## config.mk

```make
export PLATFORM = sky130hd
export DESIGN_NAME = ptw_sv32
export DESIGN_NICKNAME = d
export VERILOG_FILES = /design/src/logic/ptw_pkg.sv /design/src/logic/ptw_ctrl.sv /design/src/logic/pte_check.sv /design/src/logic/ptw_walk_regs.sv /design/src/logic/ptw_sv32.sv
export SDC_FILE = /design/constraint.sdc
export NUM_CORES = 1
export LEC_CHECK = 0
export BUFFER_PORTS_ARGS = -buffer_cell sky130_fd_sc_hd__buf_2
export CAP_MARGIN = 15
export CORE_MARGIN = 4
export CORE_UTILIZATION = 49
export DETAILED_ROUTE_END_ITERATION = 8
export GPL_ROUTABILITY_DRIVEN = 0
export PLACE_DENSITY = 0.95
export SLEW_MARGIN = 30
export SYNTH_ARGS = -nofsm -noshare
export SYNTH_HDL_FRONTEND = slang
export SYNTH_SLANG_ARGS = --single-unit
```

## constraint.sdc

```tcl
create_clock -name clk_i -period 5.55 [get_ports clk_i]
set_input_delay 0.2775 -clock clk_i [delete_from_list [all_inputs] [get_ports clk_i]]
set_output_delay 0.2775 -clock clk_i [all_outputs]
set_load 0.005 [all_outputs]
```

## src/logic/ptw_pkg.sv

```systemverilog
// ------------------------------------------------
// Sv32 page-table walker shared definitions
// widths, vector types, entry flag positions and
// the walker state encodings
// ------------------------------------------------

package ptw_pkg;

    // ------------------------------------------------
    // address and field widths
    // ------------------------------------------------
    // virtual address
    localparam int VLEN  = 32;
    // physical address, Sv32 allows 34 bits
    localparam int PLEN  = 34;
    // physical page number
    localparam int PPNW  = 22;
    // address space id
    localparam int ASIDW = 9;
    // full virtual page number, both levels
    localparam int VPNW  = 20;

    // page offset width, 4 KiB pages
    localparam int PG_OFFW     = 12;
    // one level of the VPN indexes 1024 entries
    localparam int VPN_LVLW    = 10;
    // ppn starts above the flag and rsw bits
    localparam int PTE_PPN_LSB = 10;

    // ------------------------------------------------
    // page table entry flag positions
    // ------------------------------------------------
    localparam int PTE_V = 0;
    localparam int PTE_R = 1;
    localparam int PTE_W = 2;
    localparam int PTE_X = 3;
    localparam int PTE_U = 4;
    localparam int PTE_G = 5;
    localparam int PTE_A = 6;
    localparam int PTE_D = 7;

    // vectors with a meaning
    typedef logic [VLEN-1:0]  vaddr_t;
    typedef logic [PLEN-1:0]  paddr_t;
    typedef logic [PPNW-1:0]  ppn_t;
    typedef logic [ASIDW-1:0] asid_t;
    typedef logic [VPNW-1:0]  vpn_t;
    // raw entry as it comes back from memory
    typedef logic [31:0]      pte_t;

    // ------------------------------------------------
    // walker state machine
    // ------------------------------------------------
    typedef enum logic [2:0] {
        IDLE,
        WAIT_GRANT,
        PTE_LOOKUP,
        WAIT_RVALID,
        PROPAGATE_ERROR,
        LATENCY
    } ptw_state_e;

    // Sv32 has two levels, LVL1 is the root table
    typedef enum logic {
        LVL1,
        LVL2
    } ptw_lvl_e;

endpackage

```

## src/logic/ptw_ctrl.sv

```systemverilog
// ------------------------------------------------
// page-table walker controller
// sequences the memory reads, tracks the level,
// applies the flush rule and issues the result pulses
// ------------------------------------------------

module ptw_ctrl import ptw_pkg::*; (
    input  logic     clk_i,
    input  logic     rst_ni,
    input  logic     flush_i,
    // walk start from the shared TLB
    input  logic     shared_tlb_access_i,
    input  logic     shared_tlb_hit_i,
    input  logic     itlb_req_i,
    // memory grant
    input  logic     mem_gnt_i,
    // classified entry from the checker
    input  logic     rvalid_q,
    input  logic     pte_fault,
    input  logic     pte_leaf,
    // memory strobes
    output logic     mem_req_o,
    output logic     mem_tag_valid_o,
    // walk register controls
    output logic     start_walk_o,
    output logic     descend_o,
    output logic     pte_seen_o,
    // result and status
    output logic     tlb_update_valid_o,
    output logic     ptw_error_o,
    output logic     ptw_active_o,
    output logic     walking_instr_o,
    output ptw_lvl_e lvl_o
);

    ptw_state_e state_q, state_d;
    ptw_lvl_e   lvl_q, lvl_d;
    // instruction walk flag, latched at walk start
    logic       is_instr_q, is_instr_d;
    // tag valid follows the grant by one cycle
    logic       tag_valid_q, tag_valid_d;
    logic       tlb_miss;
    // a read has been granted and its data is not back yet
    logic       read_pending;

    assign tlb_miss        = shared_tlb_access_i & ~shared_tlb_hit_i;
    assign ptw_active_o    = (state_q != IDLE);
    assign walking_instr_o = is_instr_q;
    assign mem_tag_valid_o = tag_valid_q;
    assign lvl_o           = lvl_q;

    assign read_pending = ((state_q == PTE_LOOKUP || state_q == WAIT_RVALID) && !rvalid_q)
                        || (state_q == WAIT_GRANT && mem_gnt_i);

    // ------------------------------------------------
    // next state
    // ------------------------------------------------
    always_comb begin
        state_d            = state_q;
        lvl_d              = lvl_q;
        is_instr_d         = is_instr_q;
        tag_valid_d        = 1'b0;
        mem_req_o          = 1'b0;
        start_walk_o       = 1'b0;
        descend_o          = 1'b0;
        pte_seen_o         = 1'b0;
        tlb_update_valid_o = 1'b0;
        ptw_error_o        = 1'b0;

        case (state_q)
            IDLE: begin
                // every walk starts at the root table
                lvl_d      = LVL1;
                is_instr_d = 1'b0;
                if (tlb_miss && !flush_i) begin
                    start_walk_o = 1'b1;
                    is_instr_d   = itlb_req_i;
                    state_d      = WAIT_GRANT;
                end
            end
            WAIT_GRANT: begin
                // request level held until the grant
                mem_req_o = 1'b1;
                if (mem_gnt_i) begin
                    tag_valid_d = 1'b1;
                    state_d     = PTE_LOOKUP;
                end
            end
            PTE_LOOKUP: begin
                if (rvalid_q) begin
                    pte_seen_o = 1'b1;
                    if (pte_fault) begin
                        state_d = PROPAGATE_ERROR;
                    end else if (pte_leaf) begin
                        tlb_update_valid_o = 1'b1;
                        state_d            = LATENCY;
                    end else if (lvl_q == LVL1) begin
                        // pointer, go down to the second table
                        descend_o = 1'b1;
                        lvl_d     = LVL2;
                        state_d   = WAIT_GRANT;
                    end else begin
                        // pointer in the last table has nowhere to go
                        state_d = PROPAGATE_ERROR;
                    end
                end
            end
            PROPAGATE_ERROR: begin
                ptw_error_o = 1'b1;
                state_d     = LATENCY;
            end
            WAIT_RVALID: begin
                // drain the read left behind by a flush
                if (rvalid_q) begin
                    state_d = IDLE;
                end
            end
            LATENCY: begin
                state_d = IDLE;
            end
            default: begin
                state_d = IDLE;
            end
        endcase

        // ------------------------------------------------
        // flush
        // ------------------------------------------------
        // a flushed walk reports nothing, an open read must still return
        if (flush_i) begin
            tlb_update_valid_o = 1'b0;
            ptw_error_o        = 1'b0;
            if (read_pending) begin
                state_d = WAIT_RVALID;
            end else begin
                state_d = LATENCY;
            end
        end
    end

    always_ff @(posedge clk_i or negedge rst_ni) begin
        if (!rst_ni) begin
            state_q     <= IDLE;
            lvl_q       <= LVL1;
            is_instr_q  <= 1'b0;
            tag_valid_q <= 1'b0;
        end else begin
            state_q     <= state_d;
            lvl_q       <= lvl_d;
            is_instr_q  <= is_instr_d;
            tag_valid_q <= tag_valid_d;
        end
    end

    // a walk ends in one result, never both at once
    a_update_no_error: assert property (@(posedge clk_i) disable iff (!rst_ni)
        !(tlb_update_valid_o && ptw_error_o))
        else $error("ptw update and error pulses overlap");

    // request level is held until the memory grants it
    a_req_held: assert property (@(posedge clk_i) disable iff (!rst_ni)
        (mem_req_o && !mem_gnt_i && !flush_i) |=> mem_req_o)
        else $error("ptw memory request dropped before grant");

endmodule

```

## src/logic/pte_check.sv

```systemverilog
// ------------------------------------------------
// page table entry checker
// registers the memory response and classifies the
// entry as fault, leaf or pointer by the Sv32 rules
// ------------------------------------------------

module pte_check import ptw_pkg::*; (
    input  logic     clk_i,
    input  logic     rst_ni,
    // memory response
    input  logic     mem_rvalid_i,
    input  pte_t     mem_rdata_i,
    // walk context
    input  ptw_lvl_e lvl_i,
    input  logic     is_instr_i,
    input  logic     lsu_is_store_i,
    input  logic     mxr_i,
    // registered entry and its classification
    output logic     rvalid_q_o,
    output pte_t     pte_q_o,
    output logic     pte_fault_o,
    output logic     pte_leaf_o
);

    logic rvalid_q;
    pte_t pte_q;

    // decoded flags
    logic flag_v;
    logic flag_r;
    logic flag_w;
    logic flag_x;
    logic flag_a;
    logic flag_d;

    logic pte_invalid;
    logic is_leaf;
    logic instr_fail;
    logic data_fail;
    logic store_fail;
    logic misaligned;
    logic perm_fail;

    // ------------------------------------------------
    // response register
    // ------------------------------------------------
    always_ff @(posedge clk_i or negedge rst_ni) begin
        if (!rst_ni) begin
            rvalid_q <= 1'b0;
        end else begin
            rvalid_q <= mem_rvalid_i;
        end
    end

    // entry only captured with its strobe
    always_ff @(posedge clk_i) begin
        if (mem_rvalid_i) begin
            pte_q <= mem_rdata_i;
        end
    end

    assign flag_v = pte_q[PTE_V];
    assign flag_r = pte_q[PTE_R];
    assign flag_w = pte_q[PTE_W];
    assign flag_x = pte_q[PTE_X];
    assign flag_a = pte_q[PTE_A];
    assign flag_d = pte_q[PTE_D];

    // ------------------------------------------------
    // classification
    // ------------------------------------------------
    // not valid, or write without read, is reserved
    assign pte_invalid = !flag_v || (!flag_r && flag_w);
    assign is_leaf     = !pte_invalid && (flag_r || flag_x);

    // fetch needs execute and accessed
    assign instr_fail = !flag_x || !flag_a;
    // load needs accessed and read, or execute with mxr
    assign data_fail  = !flag_a || !(flag_r || (flag_x && mxr_i));
    // store also needs write and dirty
    assign store_fail = lsu_is_store_i && (!flag_w || !flag_d);

    assign perm_fail = is_instr_i ? instr_fail : (data_fail || store_fail);

    // superpage must have the low ppn half clear
    assign misaligned = (lvl_i == LVL1) && (pte_q[PTE_PPN_LSB +: VPN_LVLW] != '0);

    assign rvalid_q_o  = rvalid_q;
    assign pte_q_o     = pte_q;
    assign pte_fault_o = pte_invalid || (is_leaf && (perm_fail || misaligned));
    assign pte_leaf_o  = is_leaf;

    // an entry that fails the validity check is a fault and never a leaf
    a_invalid_not_leaf: assert property (@(posedge clk_i) disable iff (!rst_ni)
        (mem_rvalid_i && !mem_rdata_i[PTE_V]) |=> (pte_fault_o && !pte_leaf_o))
        else $error("invalid entry classified as leaf");

endmodule

```

## src/logic/ptw_walk_regs.sv

```systemverilog
// ------------------------------------------------
// walk context registers
// holds the request, builds the table pointers and
// assembles the shared TLB update fields
// ------------------------------------------------

module ptw_walk_regs import ptw_pkg::*; (
    input  logic     clk_i,
    input  logic     rst_ni,
    // controls from the walker FSM
    input  logic     start_walk_i,
    input  logic     descend_i,
    input  logic     pte_seen_i,
    // request context
    input  vaddr_t   shared_tlb_vaddr_i,
    input  asid_t    asid_i,
    input  ppn_t     satp_ppn_i,
    // current entry and level
    input  pte_t     pte_i,
    input  ptw_lvl_e lvl_i,
    // table pointer to memory
    output paddr_t   mem_addr_o,
    // TLB update fields
    output vaddr_t   update_vaddr_o,
    output vpn_t     tlb_update_vpn_o,
    output asid_t    tlb_update_asid_o,
    output logic     tlb_update_is_4m_o,
    output pte_t     tlb_update_content_o
);

    vaddr_t vaddr_q;
    asid_t  asid_q;
    paddr_t pptr_q;
    // global bit seen anywhere on the walk
    logic   global_q;
    pte_t   content;

    // ------------------------------------------------
    // request context
    // ------------------------------------------------
    always_ff @(posedge clk_i) begin
        if (start_walk_i) begin
            vaddr_q <= shared_tlb_vaddr_i;
            asid_q  <= asid_i;
        end
    end

    // ------------------------------------------------
    // pointer and global accumulation
    // ------------------------------------------------
    always_ff @(posedge clk_i or negedge rst_ni) begin
        if (!rst_ni) begin
            pptr_q   <= '0;
            global_q <= 1'b0;
        end else begin
            if (start_walk_i) begin
                // root table base plus VPN[1] times 4
                pptr_q   <= {satp_ppn_i, shared_tlb_vaddr_i[VLEN-1 -: VPN_LVLW], 2'b00};
                global_q <= 1'b0;
            end else begin
                if (descend_i) begin
                    // next table base from the pointer entry plus VPN[0] times 4
                    pptr_q <= {pte_i[31:PTE_PPN_LSB], vaddr_q[PG_OFFW +: VPN_LVLW], 2'b00};
                end
                if (pte_seen_i) begin
                    global_q <= global_q | pte_i[PTE_G];
                end
            end
        end
    end

    // leaf entry with the global bit of the whole walk folded in
    always_comb begin
        content        = pte_i;
        content[PTE_G] = pte_i[PTE_G] | global_q;
    end

    assign mem_addr_o           = pptr_q;
    assign update_vaddr_o       = vaddr_q;
    assign tlb_update_vpn_o     = vaddr_q[VLEN-1:PG_OFFW];
    assign tlb_update_asid_o    = asid_q;
    // a leaf found in the root table maps 4 MiB
    assign tlb_update_is_4m_o   = (lvl_i == LVL1);
    assign tlb_update_content_o = content;

    // table pointers always address a whole entry
    a_ptr_aligned: assert property (@(posedge clk_i) disable iff (!rst_ni)
        mem_addr_o[1:0] == 2'b00)
        else $error("table pointer not word aligned");

endmodule

```

## src/logic/ptw_sv32.sv

```systemverilog
// ------------------------------------------------
// Sv32 hardware page-table walker
// walks one or two levels on a shared TLB miss and
// returns a TLB update or a page fault
// ------------------------------------------------

module ptw_sv32 import ptw_pkg::*; (
    input  logic   clk_i,
    input  logic   rst_ni,
    // control and status
    input  logic   flush_i,
    output logic   ptw_active_o,
    output logic   walking_instr_o,
    // walk start
    input  logic   shared_tlb_access_i,
    input  logic   shared_tlb_hit_i,
    input  vaddr_t shared_tlb_vaddr_i,
    input  logic   itlb_req_i,
    input  asid_t  asid_i,
    input  ppn_t   satp_ppn_i,
    // permission check inputs
    input  logic   mxr_i,
    input  logic   lsu_is_store_i,
    // memory read port
    output logic   mem_req_o,
    input  logic   mem_gnt_i,
    output paddr_t mem_addr_o,
    output logic   mem_tag_valid_o,
    input  logic   mem_rvalid_i,
    input  pte_t   mem_rdata_i,
    // shared TLB update
    output logic   tlb_update_valid_o,
    output vpn_t   tlb_update_vpn_o,
    output asid_t  tlb_update_asid_o,
    output logic   tlb_update_is_4m_o,
    output pte_t   tlb_update_content_o,
    output vaddr_t update_vaddr_o,
    // page fault
    output logic   ptw_error_o
);

    logic     start_walk;
    logic     descend;
    logic     pte_seen;
    logic     rvalid_q;
    logic     pte_fault;
    logic     pte_leaf;
    pte_t     pte_q;
    ptw_lvl_e lvl;

    ptw_ctrl u_ptw_ctrl (
        .clk_i               (clk_i),
        .rst_ni              (rst_ni),
        .flush_i             (flush_i),
        .shared_tlb_access_i (shared_tlb_access_i),
        .shared_tlb_hit_i    (shared_tlb_hit_i),
        .itlb_req_i          (itlb_req_i),
        .mem_gnt_i           (mem_gnt_i),
        .rvalid_q            (rvalid_q),
        .pte_fault           (pte_fault),
        .pte_leaf            (pte_leaf),
        .mem_req_o           (mem_req_o),
        .mem_tag_valid_o     (mem_tag_valid_o),
        .start_walk_o        (start_walk),
        .descend_o           (descend),
        .pte_seen_o          (pte_seen),
        .tlb_update_valid_o  (tlb_update_valid_o),
        .ptw_error_o         (ptw_error_o),
        .ptw_active_o        (ptw_active_o),
        .walking_instr_o     (walking_instr_o),
        .lvl_o               (lvl)
    );

    pte_check u_pte_check (
        .clk_i          (clk_i),
        .rst_ni         (rst_ni),
        .mem_rvalid_i   (mem_rvalid_i),
        .mem_rdata_i    (mem_rdata_i),
        .lvl_i          (lvl),
        .is_instr_i     (walking_instr_o),
        .lsu_is_store_i (lsu_is_store_i),
        .mxr_i          (mxr_i),
        .rvalid_q_o     (rvalid_q),
        .pte_q_o        (pte_q),
        .pte_fault_o    (pte_fault),
        .pte_leaf_o     (pte_leaf)
    );

    ptw_walk_regs u_ptw_walk_regs (
        .clk_i                (clk_i),
        .rst_ni               (rst_ni),
        .start_walk_i         (start_walk),
        .descend_i            (descend),
        .pte_seen_i           (pte_seen),
        .shared_tlb_vaddr_i   (shared_tlb_vaddr_i),
        .asid_i               (asid_i),
        .satp_ppn_i           (satp_ppn_i),
        .pte_i                (pte_q),
        .lvl_i                (lvl),
        .mem_addr_o           (mem_addr_o),
        .update_vaddr_o       (update_vaddr_o),
        .tlb_update_vpn_o     (tlb_update_vpn_o),
        .tlb_update_asid_o    (tlb_update_asid_o),
        .tlb_update_is_4m_o   (tlb_update_is_4m_o),
        .tlb_update_content_o (tlb_update_content_o)
    );

endmodule

```

==> results of run 1 <==
## how the worst min path moves through the flow
stage | start | end | slack (ps) | cells after the start
3_5_place_dp | mem_rdata_i[31] | u_pte_check.pte_q_o[31]$_DFFE_PP_ | 460 | 1
2_1_floorplan | rst_ni | u_pte_check.rvalid_q_o$_DFF_PN0_ | -20 | 0
6_report | mem_gnt_i | u_ptw_ctrl.mem_tag_valid_o$_DFF_PN0_ | 80 | 3
5_1_grt | mem_gnt_i | u_ptw_ctrl.mem_tag_valid_o$_DFF_PN0_ | 50 | 3
4_1_cts | mem_gnt_i | u_ptw_ctrl.mem_tag_valid_o$_DFF_PN0_ | 40 | 3
3_3_place_gp | shared_tlb_vaddr_i[6] | u_ptw_walk_regs.update_vaddr_o[6]$_DFFE_PP_ | 450 | 1
## per-layer routing
| metal | global-route usage (%) | wire length [um] | vias to the layer above |
|---|---|---|---|
| met2 | 49.5 | 8040 | 245 |
| met4 | 11.3 | 507 | 0 |
| met5 | 0 | 0 | - |
| met1 | 28.0 | 5110 | 1888 |
| li1 | - | - | 1723 |
| met3 | 8.31 | 1320 | 42 |
## final cells by class
class / instances / area, um^2
well taps: 129 / 161
clock buffers: 18 / 418
flip-flops and latches: 113 / 3190
repair buffers: 336 / 2180
clock inverters: 14 / 189
fillers: 564 / 2140
inverters: 7 / 26.3
multi-input cells: 148 / 1070
## cell families after synthesis
family | after synthesis | share of synthesized area [%]
DFF | 113 | 66.9
muxes | 33 | 6.92
buffers and inverters | 74 | 11.0
AOI/OAI and AO/OA | 50 | 8.54
other | 1 | 0.0785
and+or+nand+nor | 63 | 6.58
## power groups by stage
stage,Combinational [uW],Sequential (uW),Clock [uW]
6_report,598,1200,1110
5_1_grt,652,1220,1170
4_1_cts,590,1190,1130
3_5_place_dp,538,1200,0
3_3_place_gp,500,1190,0
2_1_floorplan,291,1180,0
## worst min-delay path, stage by stage
cell and delay [ps]:
buf_2 110, nand2_1 80, nor3_1 50
## sequential cells by signal (all words and copies together), names as in the netlist, 3 cells and up
signal / flops
u_pte_check.pte_q_o: 32
u_ptw_walk_regs.mem_addr_o: 32
u_ptw_walk_regs.update_vaddr_o: 32
u_ptw_walk_regs.tlb_update_asid_o: 9
u_ptw_ctrl.state_q: 3
## layout by cell type (no fill, tap or decap), types with 5 or more instances in the layout
cell type,instances
clkbuf_16,16
mux2i_1,33
dlygate4sd3_1,97
inv_1,7
edfxtp_1,73
dfrtp_1,40
nor2_1,5
buf_2,235
o21ai_2,30
nand2_1,37
## per-stage QoR
step	setup WS [ps]	hold slack (ps)	instance area, um^2	util (%)	instances
final	2520	78.0	7230	77.2	765
after global placement	2960	454	5650	60.3	636
after CTS	2530	42.9	7230	77.1	765
after floorplan	3120	-18.1	4780	-	335
after detailed placement	2880	456	5650	60.3	636
after global routing	2460	47.8	7230	77.2	765
## timing repair
| item | 4_1_cts | 5_1_grt |
|---|---|---|
| setup buffers | 0 | 0 |
| hold buffers | 97 | 0 |
| endpoints found under the hold margin | 143 | 0 |
| resized for setup | 0 | 0 |
==> impl_metrics.json, run 1 <==
{
  "rows": 35,
  "path_delay_family": "compound AO/OA/AOI/OAI gates",
  "finalHoldViolations": 0,
  "syn_area_um2": 4780,
  "p_clk_share_pct": 38.3,
  "grt_max_degree": 66,
  "dieHeight_um": 107,
  "antennaDiodeCount": 0,
  "timing.rr.start": "u_pte_check.pte_q_o[2]$_DFFE_PP_",
  "total_power_uw": 2910,
  "ys_warn_count": 0,
  "tightest_slew_ps": 813,
  "cts_tree": "done",
  "clk_latency_ps": 490,
  "cp-start-kind": "flip-flop",
  "rsz0062_at_grt": "no",
  "ioPinCount": 239,
  "cp_cell_sequence": "nor4_1 > a31oi_1 > a2111o_1 > a2111oi_0 > buf_2",
  "combPwrFrac_pct": 20.6,
  "max-slew-margin-rel_pct": 45.8,
  "cts-root-buf": "clkbuf_8",
  "worst-path-buf-inv": 1,
  "grt_pass1_vias": 4280,
  "grt_pass1_wl_um": 23100,
  "synth-edff-count": 73,
  "drtPass1Iterations": 4,
  "crit_type": "flip-flop to primary output",
  "startpoint": "u_pte_check.pte_q_o[16]$_DFFE_PP_",
  "cts_sinks": 113,
  "clock_skew_ps": 7.93,
  "drt_iter0_markers": 216,
  "synthFlopType": "edfxtp_1",
  "setup_violations": 0,
  "ys_seq_area_share_pct": 66.9,
  "ant_nets": 0,
  "htreeDepth": 4,
  "seqPwrFrac_pct": 41.1,
  "wirelength_um": 15000,
  "ir_drop_mv": 0.224,
  "num_vias": 3898,
  "initial_core_util_pct": 51.0,
  "synth_seq_cells": 113,
  "cts_buffer_depth": 2,
  "synth_common_cells": "edfxtp_1 (73), buf_4 (53), dfrtp_1 (40), nand2_1 (37), mux2i_1 (33)",
  "reg2reg_to": "u_ptw_walk_regs.mem_addr_o[14]$_DFFE_PN0P_",
  "p_leak_uw": 0.00311,
  "nNetsFinal": 728,
  "final.period_utilization_pct": 54.7,
  "yosysTopAreaCellShare_pct": 45.9,
  "switching_power_uw": 801,
  "critPathRequiredTime_ps": 5270,
  "ys_types": 38,
  "yosysTopAreaCell": "edfxtp_1",
  "synth_most_common_cell": "edfxtp_1",
  "drive_gt1_share_pct": 47.8,
  "cp_slowest_stage_delay_ps": 650,
  "core-area_um2": 9370,
  "hpwl_um": 9190,
  "drc_errors": 0,
  "cp-end-kind": "primary output",
  "max-cap-violations": 0,
  "fin_crit_ps": 3030,
  "worstRegToRegCells": 5,
  "p_sw_share_pct": 27.5,
  "postSynth.asyncResetShare_pct": 35.4,
  "internal_power_uw": 2110,
  "dieArea_um2": 11400,
  "cp.depth": 5,
  "status": "complete, no violations",
  "slowest_stage": "a2111oi_0",
  "grt.total_usage_pct": 26.8,
  "routedWlPerCell_um": 19.6,
  "via_per_inst": 5.10,
  "synthTopCellsByArea": "edfxtp_1 (46%), dfrtp_1 (21%), buf_4 (8.3%)",
  "die_width_um": 107,
  "cp-endpoint": "tlb_update_valid_o",
  "clk_transition_reported_paths_ps": 60,
  "cts_made_buffers": 17,
  "fmax_mhz": 330,
  "overflow": 0,
  "min_path_type": "primary input to flip-flop",
  "areaGrowthSynthToFinish_pct": 51.4,
  "pwr_density_cell_nw_per_um2": 402,
  "cp_data_arrival_time_ps": 2760,
  "finalSetupTns_ps": 0,
  "r2r_setup_slack_ps": 2830,
  "syn_area_per_cell_um2": 14.3,
  "drv_slew": 0,
  "cp_max_fo": 3,
  "antenna_found_initial": 0,
  "port-buffer-count": 236,
  "syn_inst": 334
}
Power figures use the tool's default switching activity.
==> inputs of run 2 (changes only) <==
Settings changed: CORE_UTILIZATION 49 to 46, PLACE_DENSITY 0.95 to 0.9.
Clock period 5.55 ns to 2.8 ns, I/O delays scaled along.
==> run 2 against run 1 <==
Worst setup slack worse by 2300 ps. First-iteration DRC count decreased by 26%. Register-to-register slack lost 2200 ps. Count of clock-buffer cells in the layout grew 4. Clock power increased by 99%. Final cell count up 0.92%. Sequential power grew 97%. Total power increased by 98%. Global-route usage decreased by 2.8 points. Cell area is 0.87% higher. Clock skew about the same. Largest cell class unchanged. Largest power group unchanged.
==> impl_metrics.json, run 2 (synthesis results as in run 1) <==
{
  "multi_input_area_um2": 1070,
  "grt_pass1_vias": 4072,
  "finalHoldViolations": 0,
  "fillerInstances": 607,
  "status": "complete, no violations",
  "cp-end-kind": "primary output",
  "final_common_cell": "buf_2",
  "ff_latch_area_um2": 3190,
  "cts_resized": 0,
  "clock_skew_ps": 7.95,
  "via_per_inst": 4.94,
  "clk_latency_ps": 500,
  "drv_slew": 0,
  "finalSetupTns_ps": 0,
  "nNetsFinal": 731,
  "dieArea_um2": 12100,
  "drc_errors": 0,
  "dieHeight_um": 110,
  "drt_iter0_markers": 160,
  "cts_buffer_depth": 2,
  "drive_gt1_share_pct": 47.4,
  "min_path_type": "primary input to flip-flop",
  "p_leak_uw": 0.00313,
  "core-area_um2": 9950,
  "port-buffer-count": 236,
  "final_cell_mix": "buf_2 (235), dlygate4sd3_1 (99), edfxtp_1 (73)",
  "wirelength_um": 14600,
  "max-slew-margin-rel_pct": 46.9,
  "fin_hold_ws_ps": 149,
  "cts-root-buf": "clkbuf_8",
  "crit_type": "flip-flop to primary output",
  "die_width_um": 110,
  "max-cap-violations": 0,
  "final.period_utilization_pct": 93.1,
  "areaGrowthSynthToFinish_pct": 52.7,
  "fin_crit_ps": 2610,
  "critPathRequiredTime_ps": 2660,
  "cp_max_fo": 3,
  "antenna_found_initial": 0,
  "grt_pass1_wl_um": 21500,
  "htreeDepth": 4,
  "fmax_mhz": 384,
  "antennaDiodeCount": 0,
  "grt.total_usage_pct": 24.0,
  "tightest_slew_ps": 797,
  "clk_transition_reported_paths_ps": 60,
  "startpoint": "u_pte_check.pte_q_o[17]$_DFFE_PP_",
  "ant_nets": 0,
  "drtPass1Iterations": 4,
  "num_vias": 3815,
  "ir_drop_mv": 0.499,
  "cts_sinks": 113,
  "grt_max_degree": 68,
  "hold_start": "lsu_is_store_i",
  "timing.rr.start": "u_pte_check.pte_q_o[1]$_DFFE_PP_",
  "rsz0062_at_grt": "no",
  "routedWlPerCell_um": 18.9,
  "hpwl_um": 8850,
  "cp-start-kind": "flip-flop",
  "cp_data_arrival_time_ps": 2470,
  "setup_violations": 0,
  "pwr_density_cell_nw_per_um2": 789,
  "cts_made_buffers": 17,
  "cts_tree": "done",
  "overflow": 0,
  "initial_core_util_pct": 48.0,
  "ioPinCount": 239,
  "rows": 36
}
[run 2: final timing paths]
| kind | end | cells past startpoint | slack (ps) |
|---|---|---|---|
| min in group asynchronous | u_ptw_walk_regs.mem_addr_o[5]$_DFFE_PN0P_ | 2 | 180 |
| min | u_ptw_ctrl.state_q[0]$_DFFE_PN0P_ | 4 | 150 |
| min reg2reg | u_ptw_walk_regs.global_q$_DFFE_PN0P_ | 2 | 530 |
| max | tlb_update_valid_o | 5 | 190 |
| max in group asynchronous | u_ptw_ctrl.mem_tag_valid_o$_DFF_PN0_ | 2 | 2220 |
| max reg2reg | u_ptw_walk_regs.mem_addr_o[2]$_DFFE_PN0P_ | 5 | 670 |
[run 2: report_power, final]
group          internal, uW  leakage, uW  switching [uW]
logic                   617      0.00167             569
registers              2120      0.00116             237
clock network          1490     0.000295             719
[run 2: final cells by class]
type,instances,area share (%)
clock buffers,22,6.21
clock inverters,10,2.18
inverters,7,0.360
multi-input cells,148,14.6
flip-flops and latches,113,43.8
well taps,133,2.28
repair buffers,339,30.6
[run 2: stage by stage]
step           cells  cell area, um^2  setup WS, ps  power [uW]  utilization, %
6_report         772             7290           194        5750            73.3
4_1_cts          772             7290           136        5760            73.2
5_1_grt          772             7290          51.7        6020            73.3
3_3_place_gp     641             5690           765        3360            57.1
3_5_place_dp     641             5690           691        3430            57.1
2_1_floorplan    335             4780           366        2910               -
[run 2: repair_timing]
action / CTS / global route
setup buffers: 0 / 0
hold endpoints to repair: 148 / 0
hold buffers: 99 / 0
[run 2: routing by layer]
metal  vias to the layer above  wire, um  GRT usage [%]
met2                       219      7470           42.4
li1                       1746         -              -
met3                        45      1380           8.51
met4                         0       493           11.8
met1                      1805      5240           25.2
met5                         -         0              0
[run 2: worst max-delay path, stage by stage, from the launching register on]
cell and delay [ps]:
edfxtp_1 420, nor4_1 410, a31oi_1 150, a2111o_1 330
a2111oi_0 460, buf_2 200
==> inputs of run 3 (changes only) <==
Settings changed: CORE_UTILIZATION 46 to 40, PLACE_DENSITY 0.9 to 0.81.
==> run 3 against run 2 <==
Sequential cell count is the same. Fmax is 0.91% lower. Non-clock buffer count stayed put. Clock power increased by 4%. Highest routed layer unchanged.
==> impl_metrics.json, run 3 (synthesis results as in run 1) <==
{
  "slowest_stage": "a2111oi_0",
  "fin_crit_ps": 2630,
  "cp_slowest_stage_delay_ps": 570,
  "port-buffer-count": 236,
  "cts-root-buf": "clkbuf_16",
  "status": "complete, no violations",
  "die_width_um": 117,
  "tightest_slew_ps": 792,
  "dieArea_um2": 13800,
  "finalHoldViolations": 0,
  "drive_gt1_share_pct": 47.3,
  "fmax_mhz": 380,
  "clk_transition_reported_paths_ps": 50,
  "total_power_uw": 5830,
  "wirelength_um": 13500,
  "cp_data_arrival_time_ps": 2490,
  "path_delay_family": "compound AO/OA/AOI/OAI gates",
  "clock_skew_ps": 5.85,
  "timing.final.ws_setup_ps": 171,
  "design_area_um2": 7340,
  "final_common_cell": "buf_2",
  "antennaDiodeCount": 0,
  "internal_power_uw": 4320,
  "core-area_um2": 11600,
  "ant_nets": 0,
  "final.period_utilization_pct": 93.9,
  "cp-start-kind": "flip-flop",
  "via_per_inst": 4.76,
  "antenna_found_initial": 0,
  "drt_iter0_markers": 208,
  "pwr_density_cell_nw_per_um2": 795,
  "drc_errors": 0,
  "post_cts_buffers": 0,
  "crit_type": "flip-flop to primary output",
  "max-cap-violations": 0,
  "overflow": 0,
  "drtPass1Iterations": 4,
  "cp_cell_sequence": "nor4_1 > a31oi_1 > a2111o_1 > a2111oi_0 > buf_2",
  "num_vias": 3723,
  "p_clk_share_pct": 39.5,
  "worst-path-buf-inv": 1,
  "final_cell_mix": "buf_2 (236), dlygate4sd3_1 (98), edfxtp_1 (73)",
  "drv_slew": 0,
  "dieHeight_um": 117,
  "ir_drop_mv": 0.570,
  "cts_buffer_depth": 2,
  "cts_made_buffers": 17,
  "rows": 39,
  "finalSetupTns_ps": 0,
  "grt_pass1_wl_um": 20400,
  "rsz0062_at_grt": "no",
  "clk_latency_ps": 400,
  "place_area_um2": 5730,
  "hpwl_um": 8740,
  "cts_sinks": 113,
  "cp_max_fo": 3,
  "p_sw_share_pct": 26.0,
  "critPathRequiredTime_ps": 2660,
  "cts_tree": "done",
  "cp-end-kind": "primary output",
  "grt.total_usage_pct": 19.8,
  "initial_core_util_pct": 41.3,
  "max-slew-margin-rel_pct": 47.2,
  "fillerInstances": 827,
  "htreeDepth": 4,
  "routedWlPerCell_um": 17.2,
  "switching_power_uw": 1520,
  "p_leak_uw": 0.00314,
  "setup_violations": 0,
  "combPwrFrac_pct": 20.1,
  "pre_cts_ws_ps": 629,
  "areaGrowthSynthToFinish_pct": 53.6,
  "min_path_type": "primary input to flip-flop",
  "nNetsFinal": 731,
  "grt_max_degree": 62,
  "seqPwrFrac_pct": 40.4,
  "cts_resized": 0,
  "ioPinCount": 239,
  "grt_pass1_vias": 4034
}
run 3: metal layers:
metal	GRT usage, %	wire (um)	up-vias
met1	20.6	4790	1773
met5	0	0	-
met2	36.5	7330	203
li1	-	-	1731
met4	8.87	217	0
met3	5.96	1130	16
run 3: metrics by stage:
stage          utilization, %  std cells  hold slack (ps)
2_1_floorplan               -        335             -156
3_3_place_gp             49.3        651              317
3_5_place_dp             49.5        652              167
4_1_cts                  63.4        782             75.4
5_1_grt                  63.4        782              110
6_report                 63.4        782             94.6
run 3: worst min-delay path, delay by kind of cell:
kind,cells,cell delay (ps)
compound gates,1,70
buf+inv,2,230
run 3: path summary, 6_finish.rpt:
kind / cells past startpoint / end / start / slack [ps]
max: 5 / tlb_update_valid_o / u_pte_check.pte_q_o[17]$_DFFE_PP_ / 170
min: 3 / u_ptw_ctrl.state_q[2]$_DFFE_PN0P_ / flush_i / 90
max reg2reg: 5 / u_ptw_walk_regs.mem_addr_o[28]$_DFFE_PN0P_ / u_pte_check.pte_q_o[2]$_DFFE_PP_ / 650
min reg2reg: 2 / u_ptw_walk_regs.global_q$_DFFE_PN0P_ / u_ptw_walk_regs.global_q$_DFFE_PN0P_ / 490
max in group asynchronous: 3 / u_ptw_walk_regs.mem_addr_o[6]$_DFFE_PN0P_ / rst_ni / 2030
min in group asynchronous: 2 / u_ptw_walk_regs.mem_addr_o[20]$_DFFE_PN0P_ / rst_ni / 270
run 3: layout make-up:
type / count / area (um^2) / share of cell area (%)
flip-flops and latches: 113 / 3190 / 43.5
clock buffers: 21 / 440 / 6.00
multi-input cells: 148 / 1070 / 14.5
repair buffers: 339 / 2240 / 30.6
inverters: 7 / 26.3 / 0.358
well taps: 143 / 179 / 2.44
clock inverters: 11 / 188 / 2.56
run 3: repair_timing:
item / CTS / global route
hold buffers: 98 / 0
hold endpoints to repair: 127 / 0
setup endpoints to repair: 0 / 0
run 3: power groups by stage:
stage	clock, uW	sequential, uW	combinational [uW]
global route	2420	2390	1300
finish	2300	2360	1170
CTS	2340	2350	1170
floorplan	0	2330	576
global placement	0	2350	1000
detailed placement	0	2370	1070
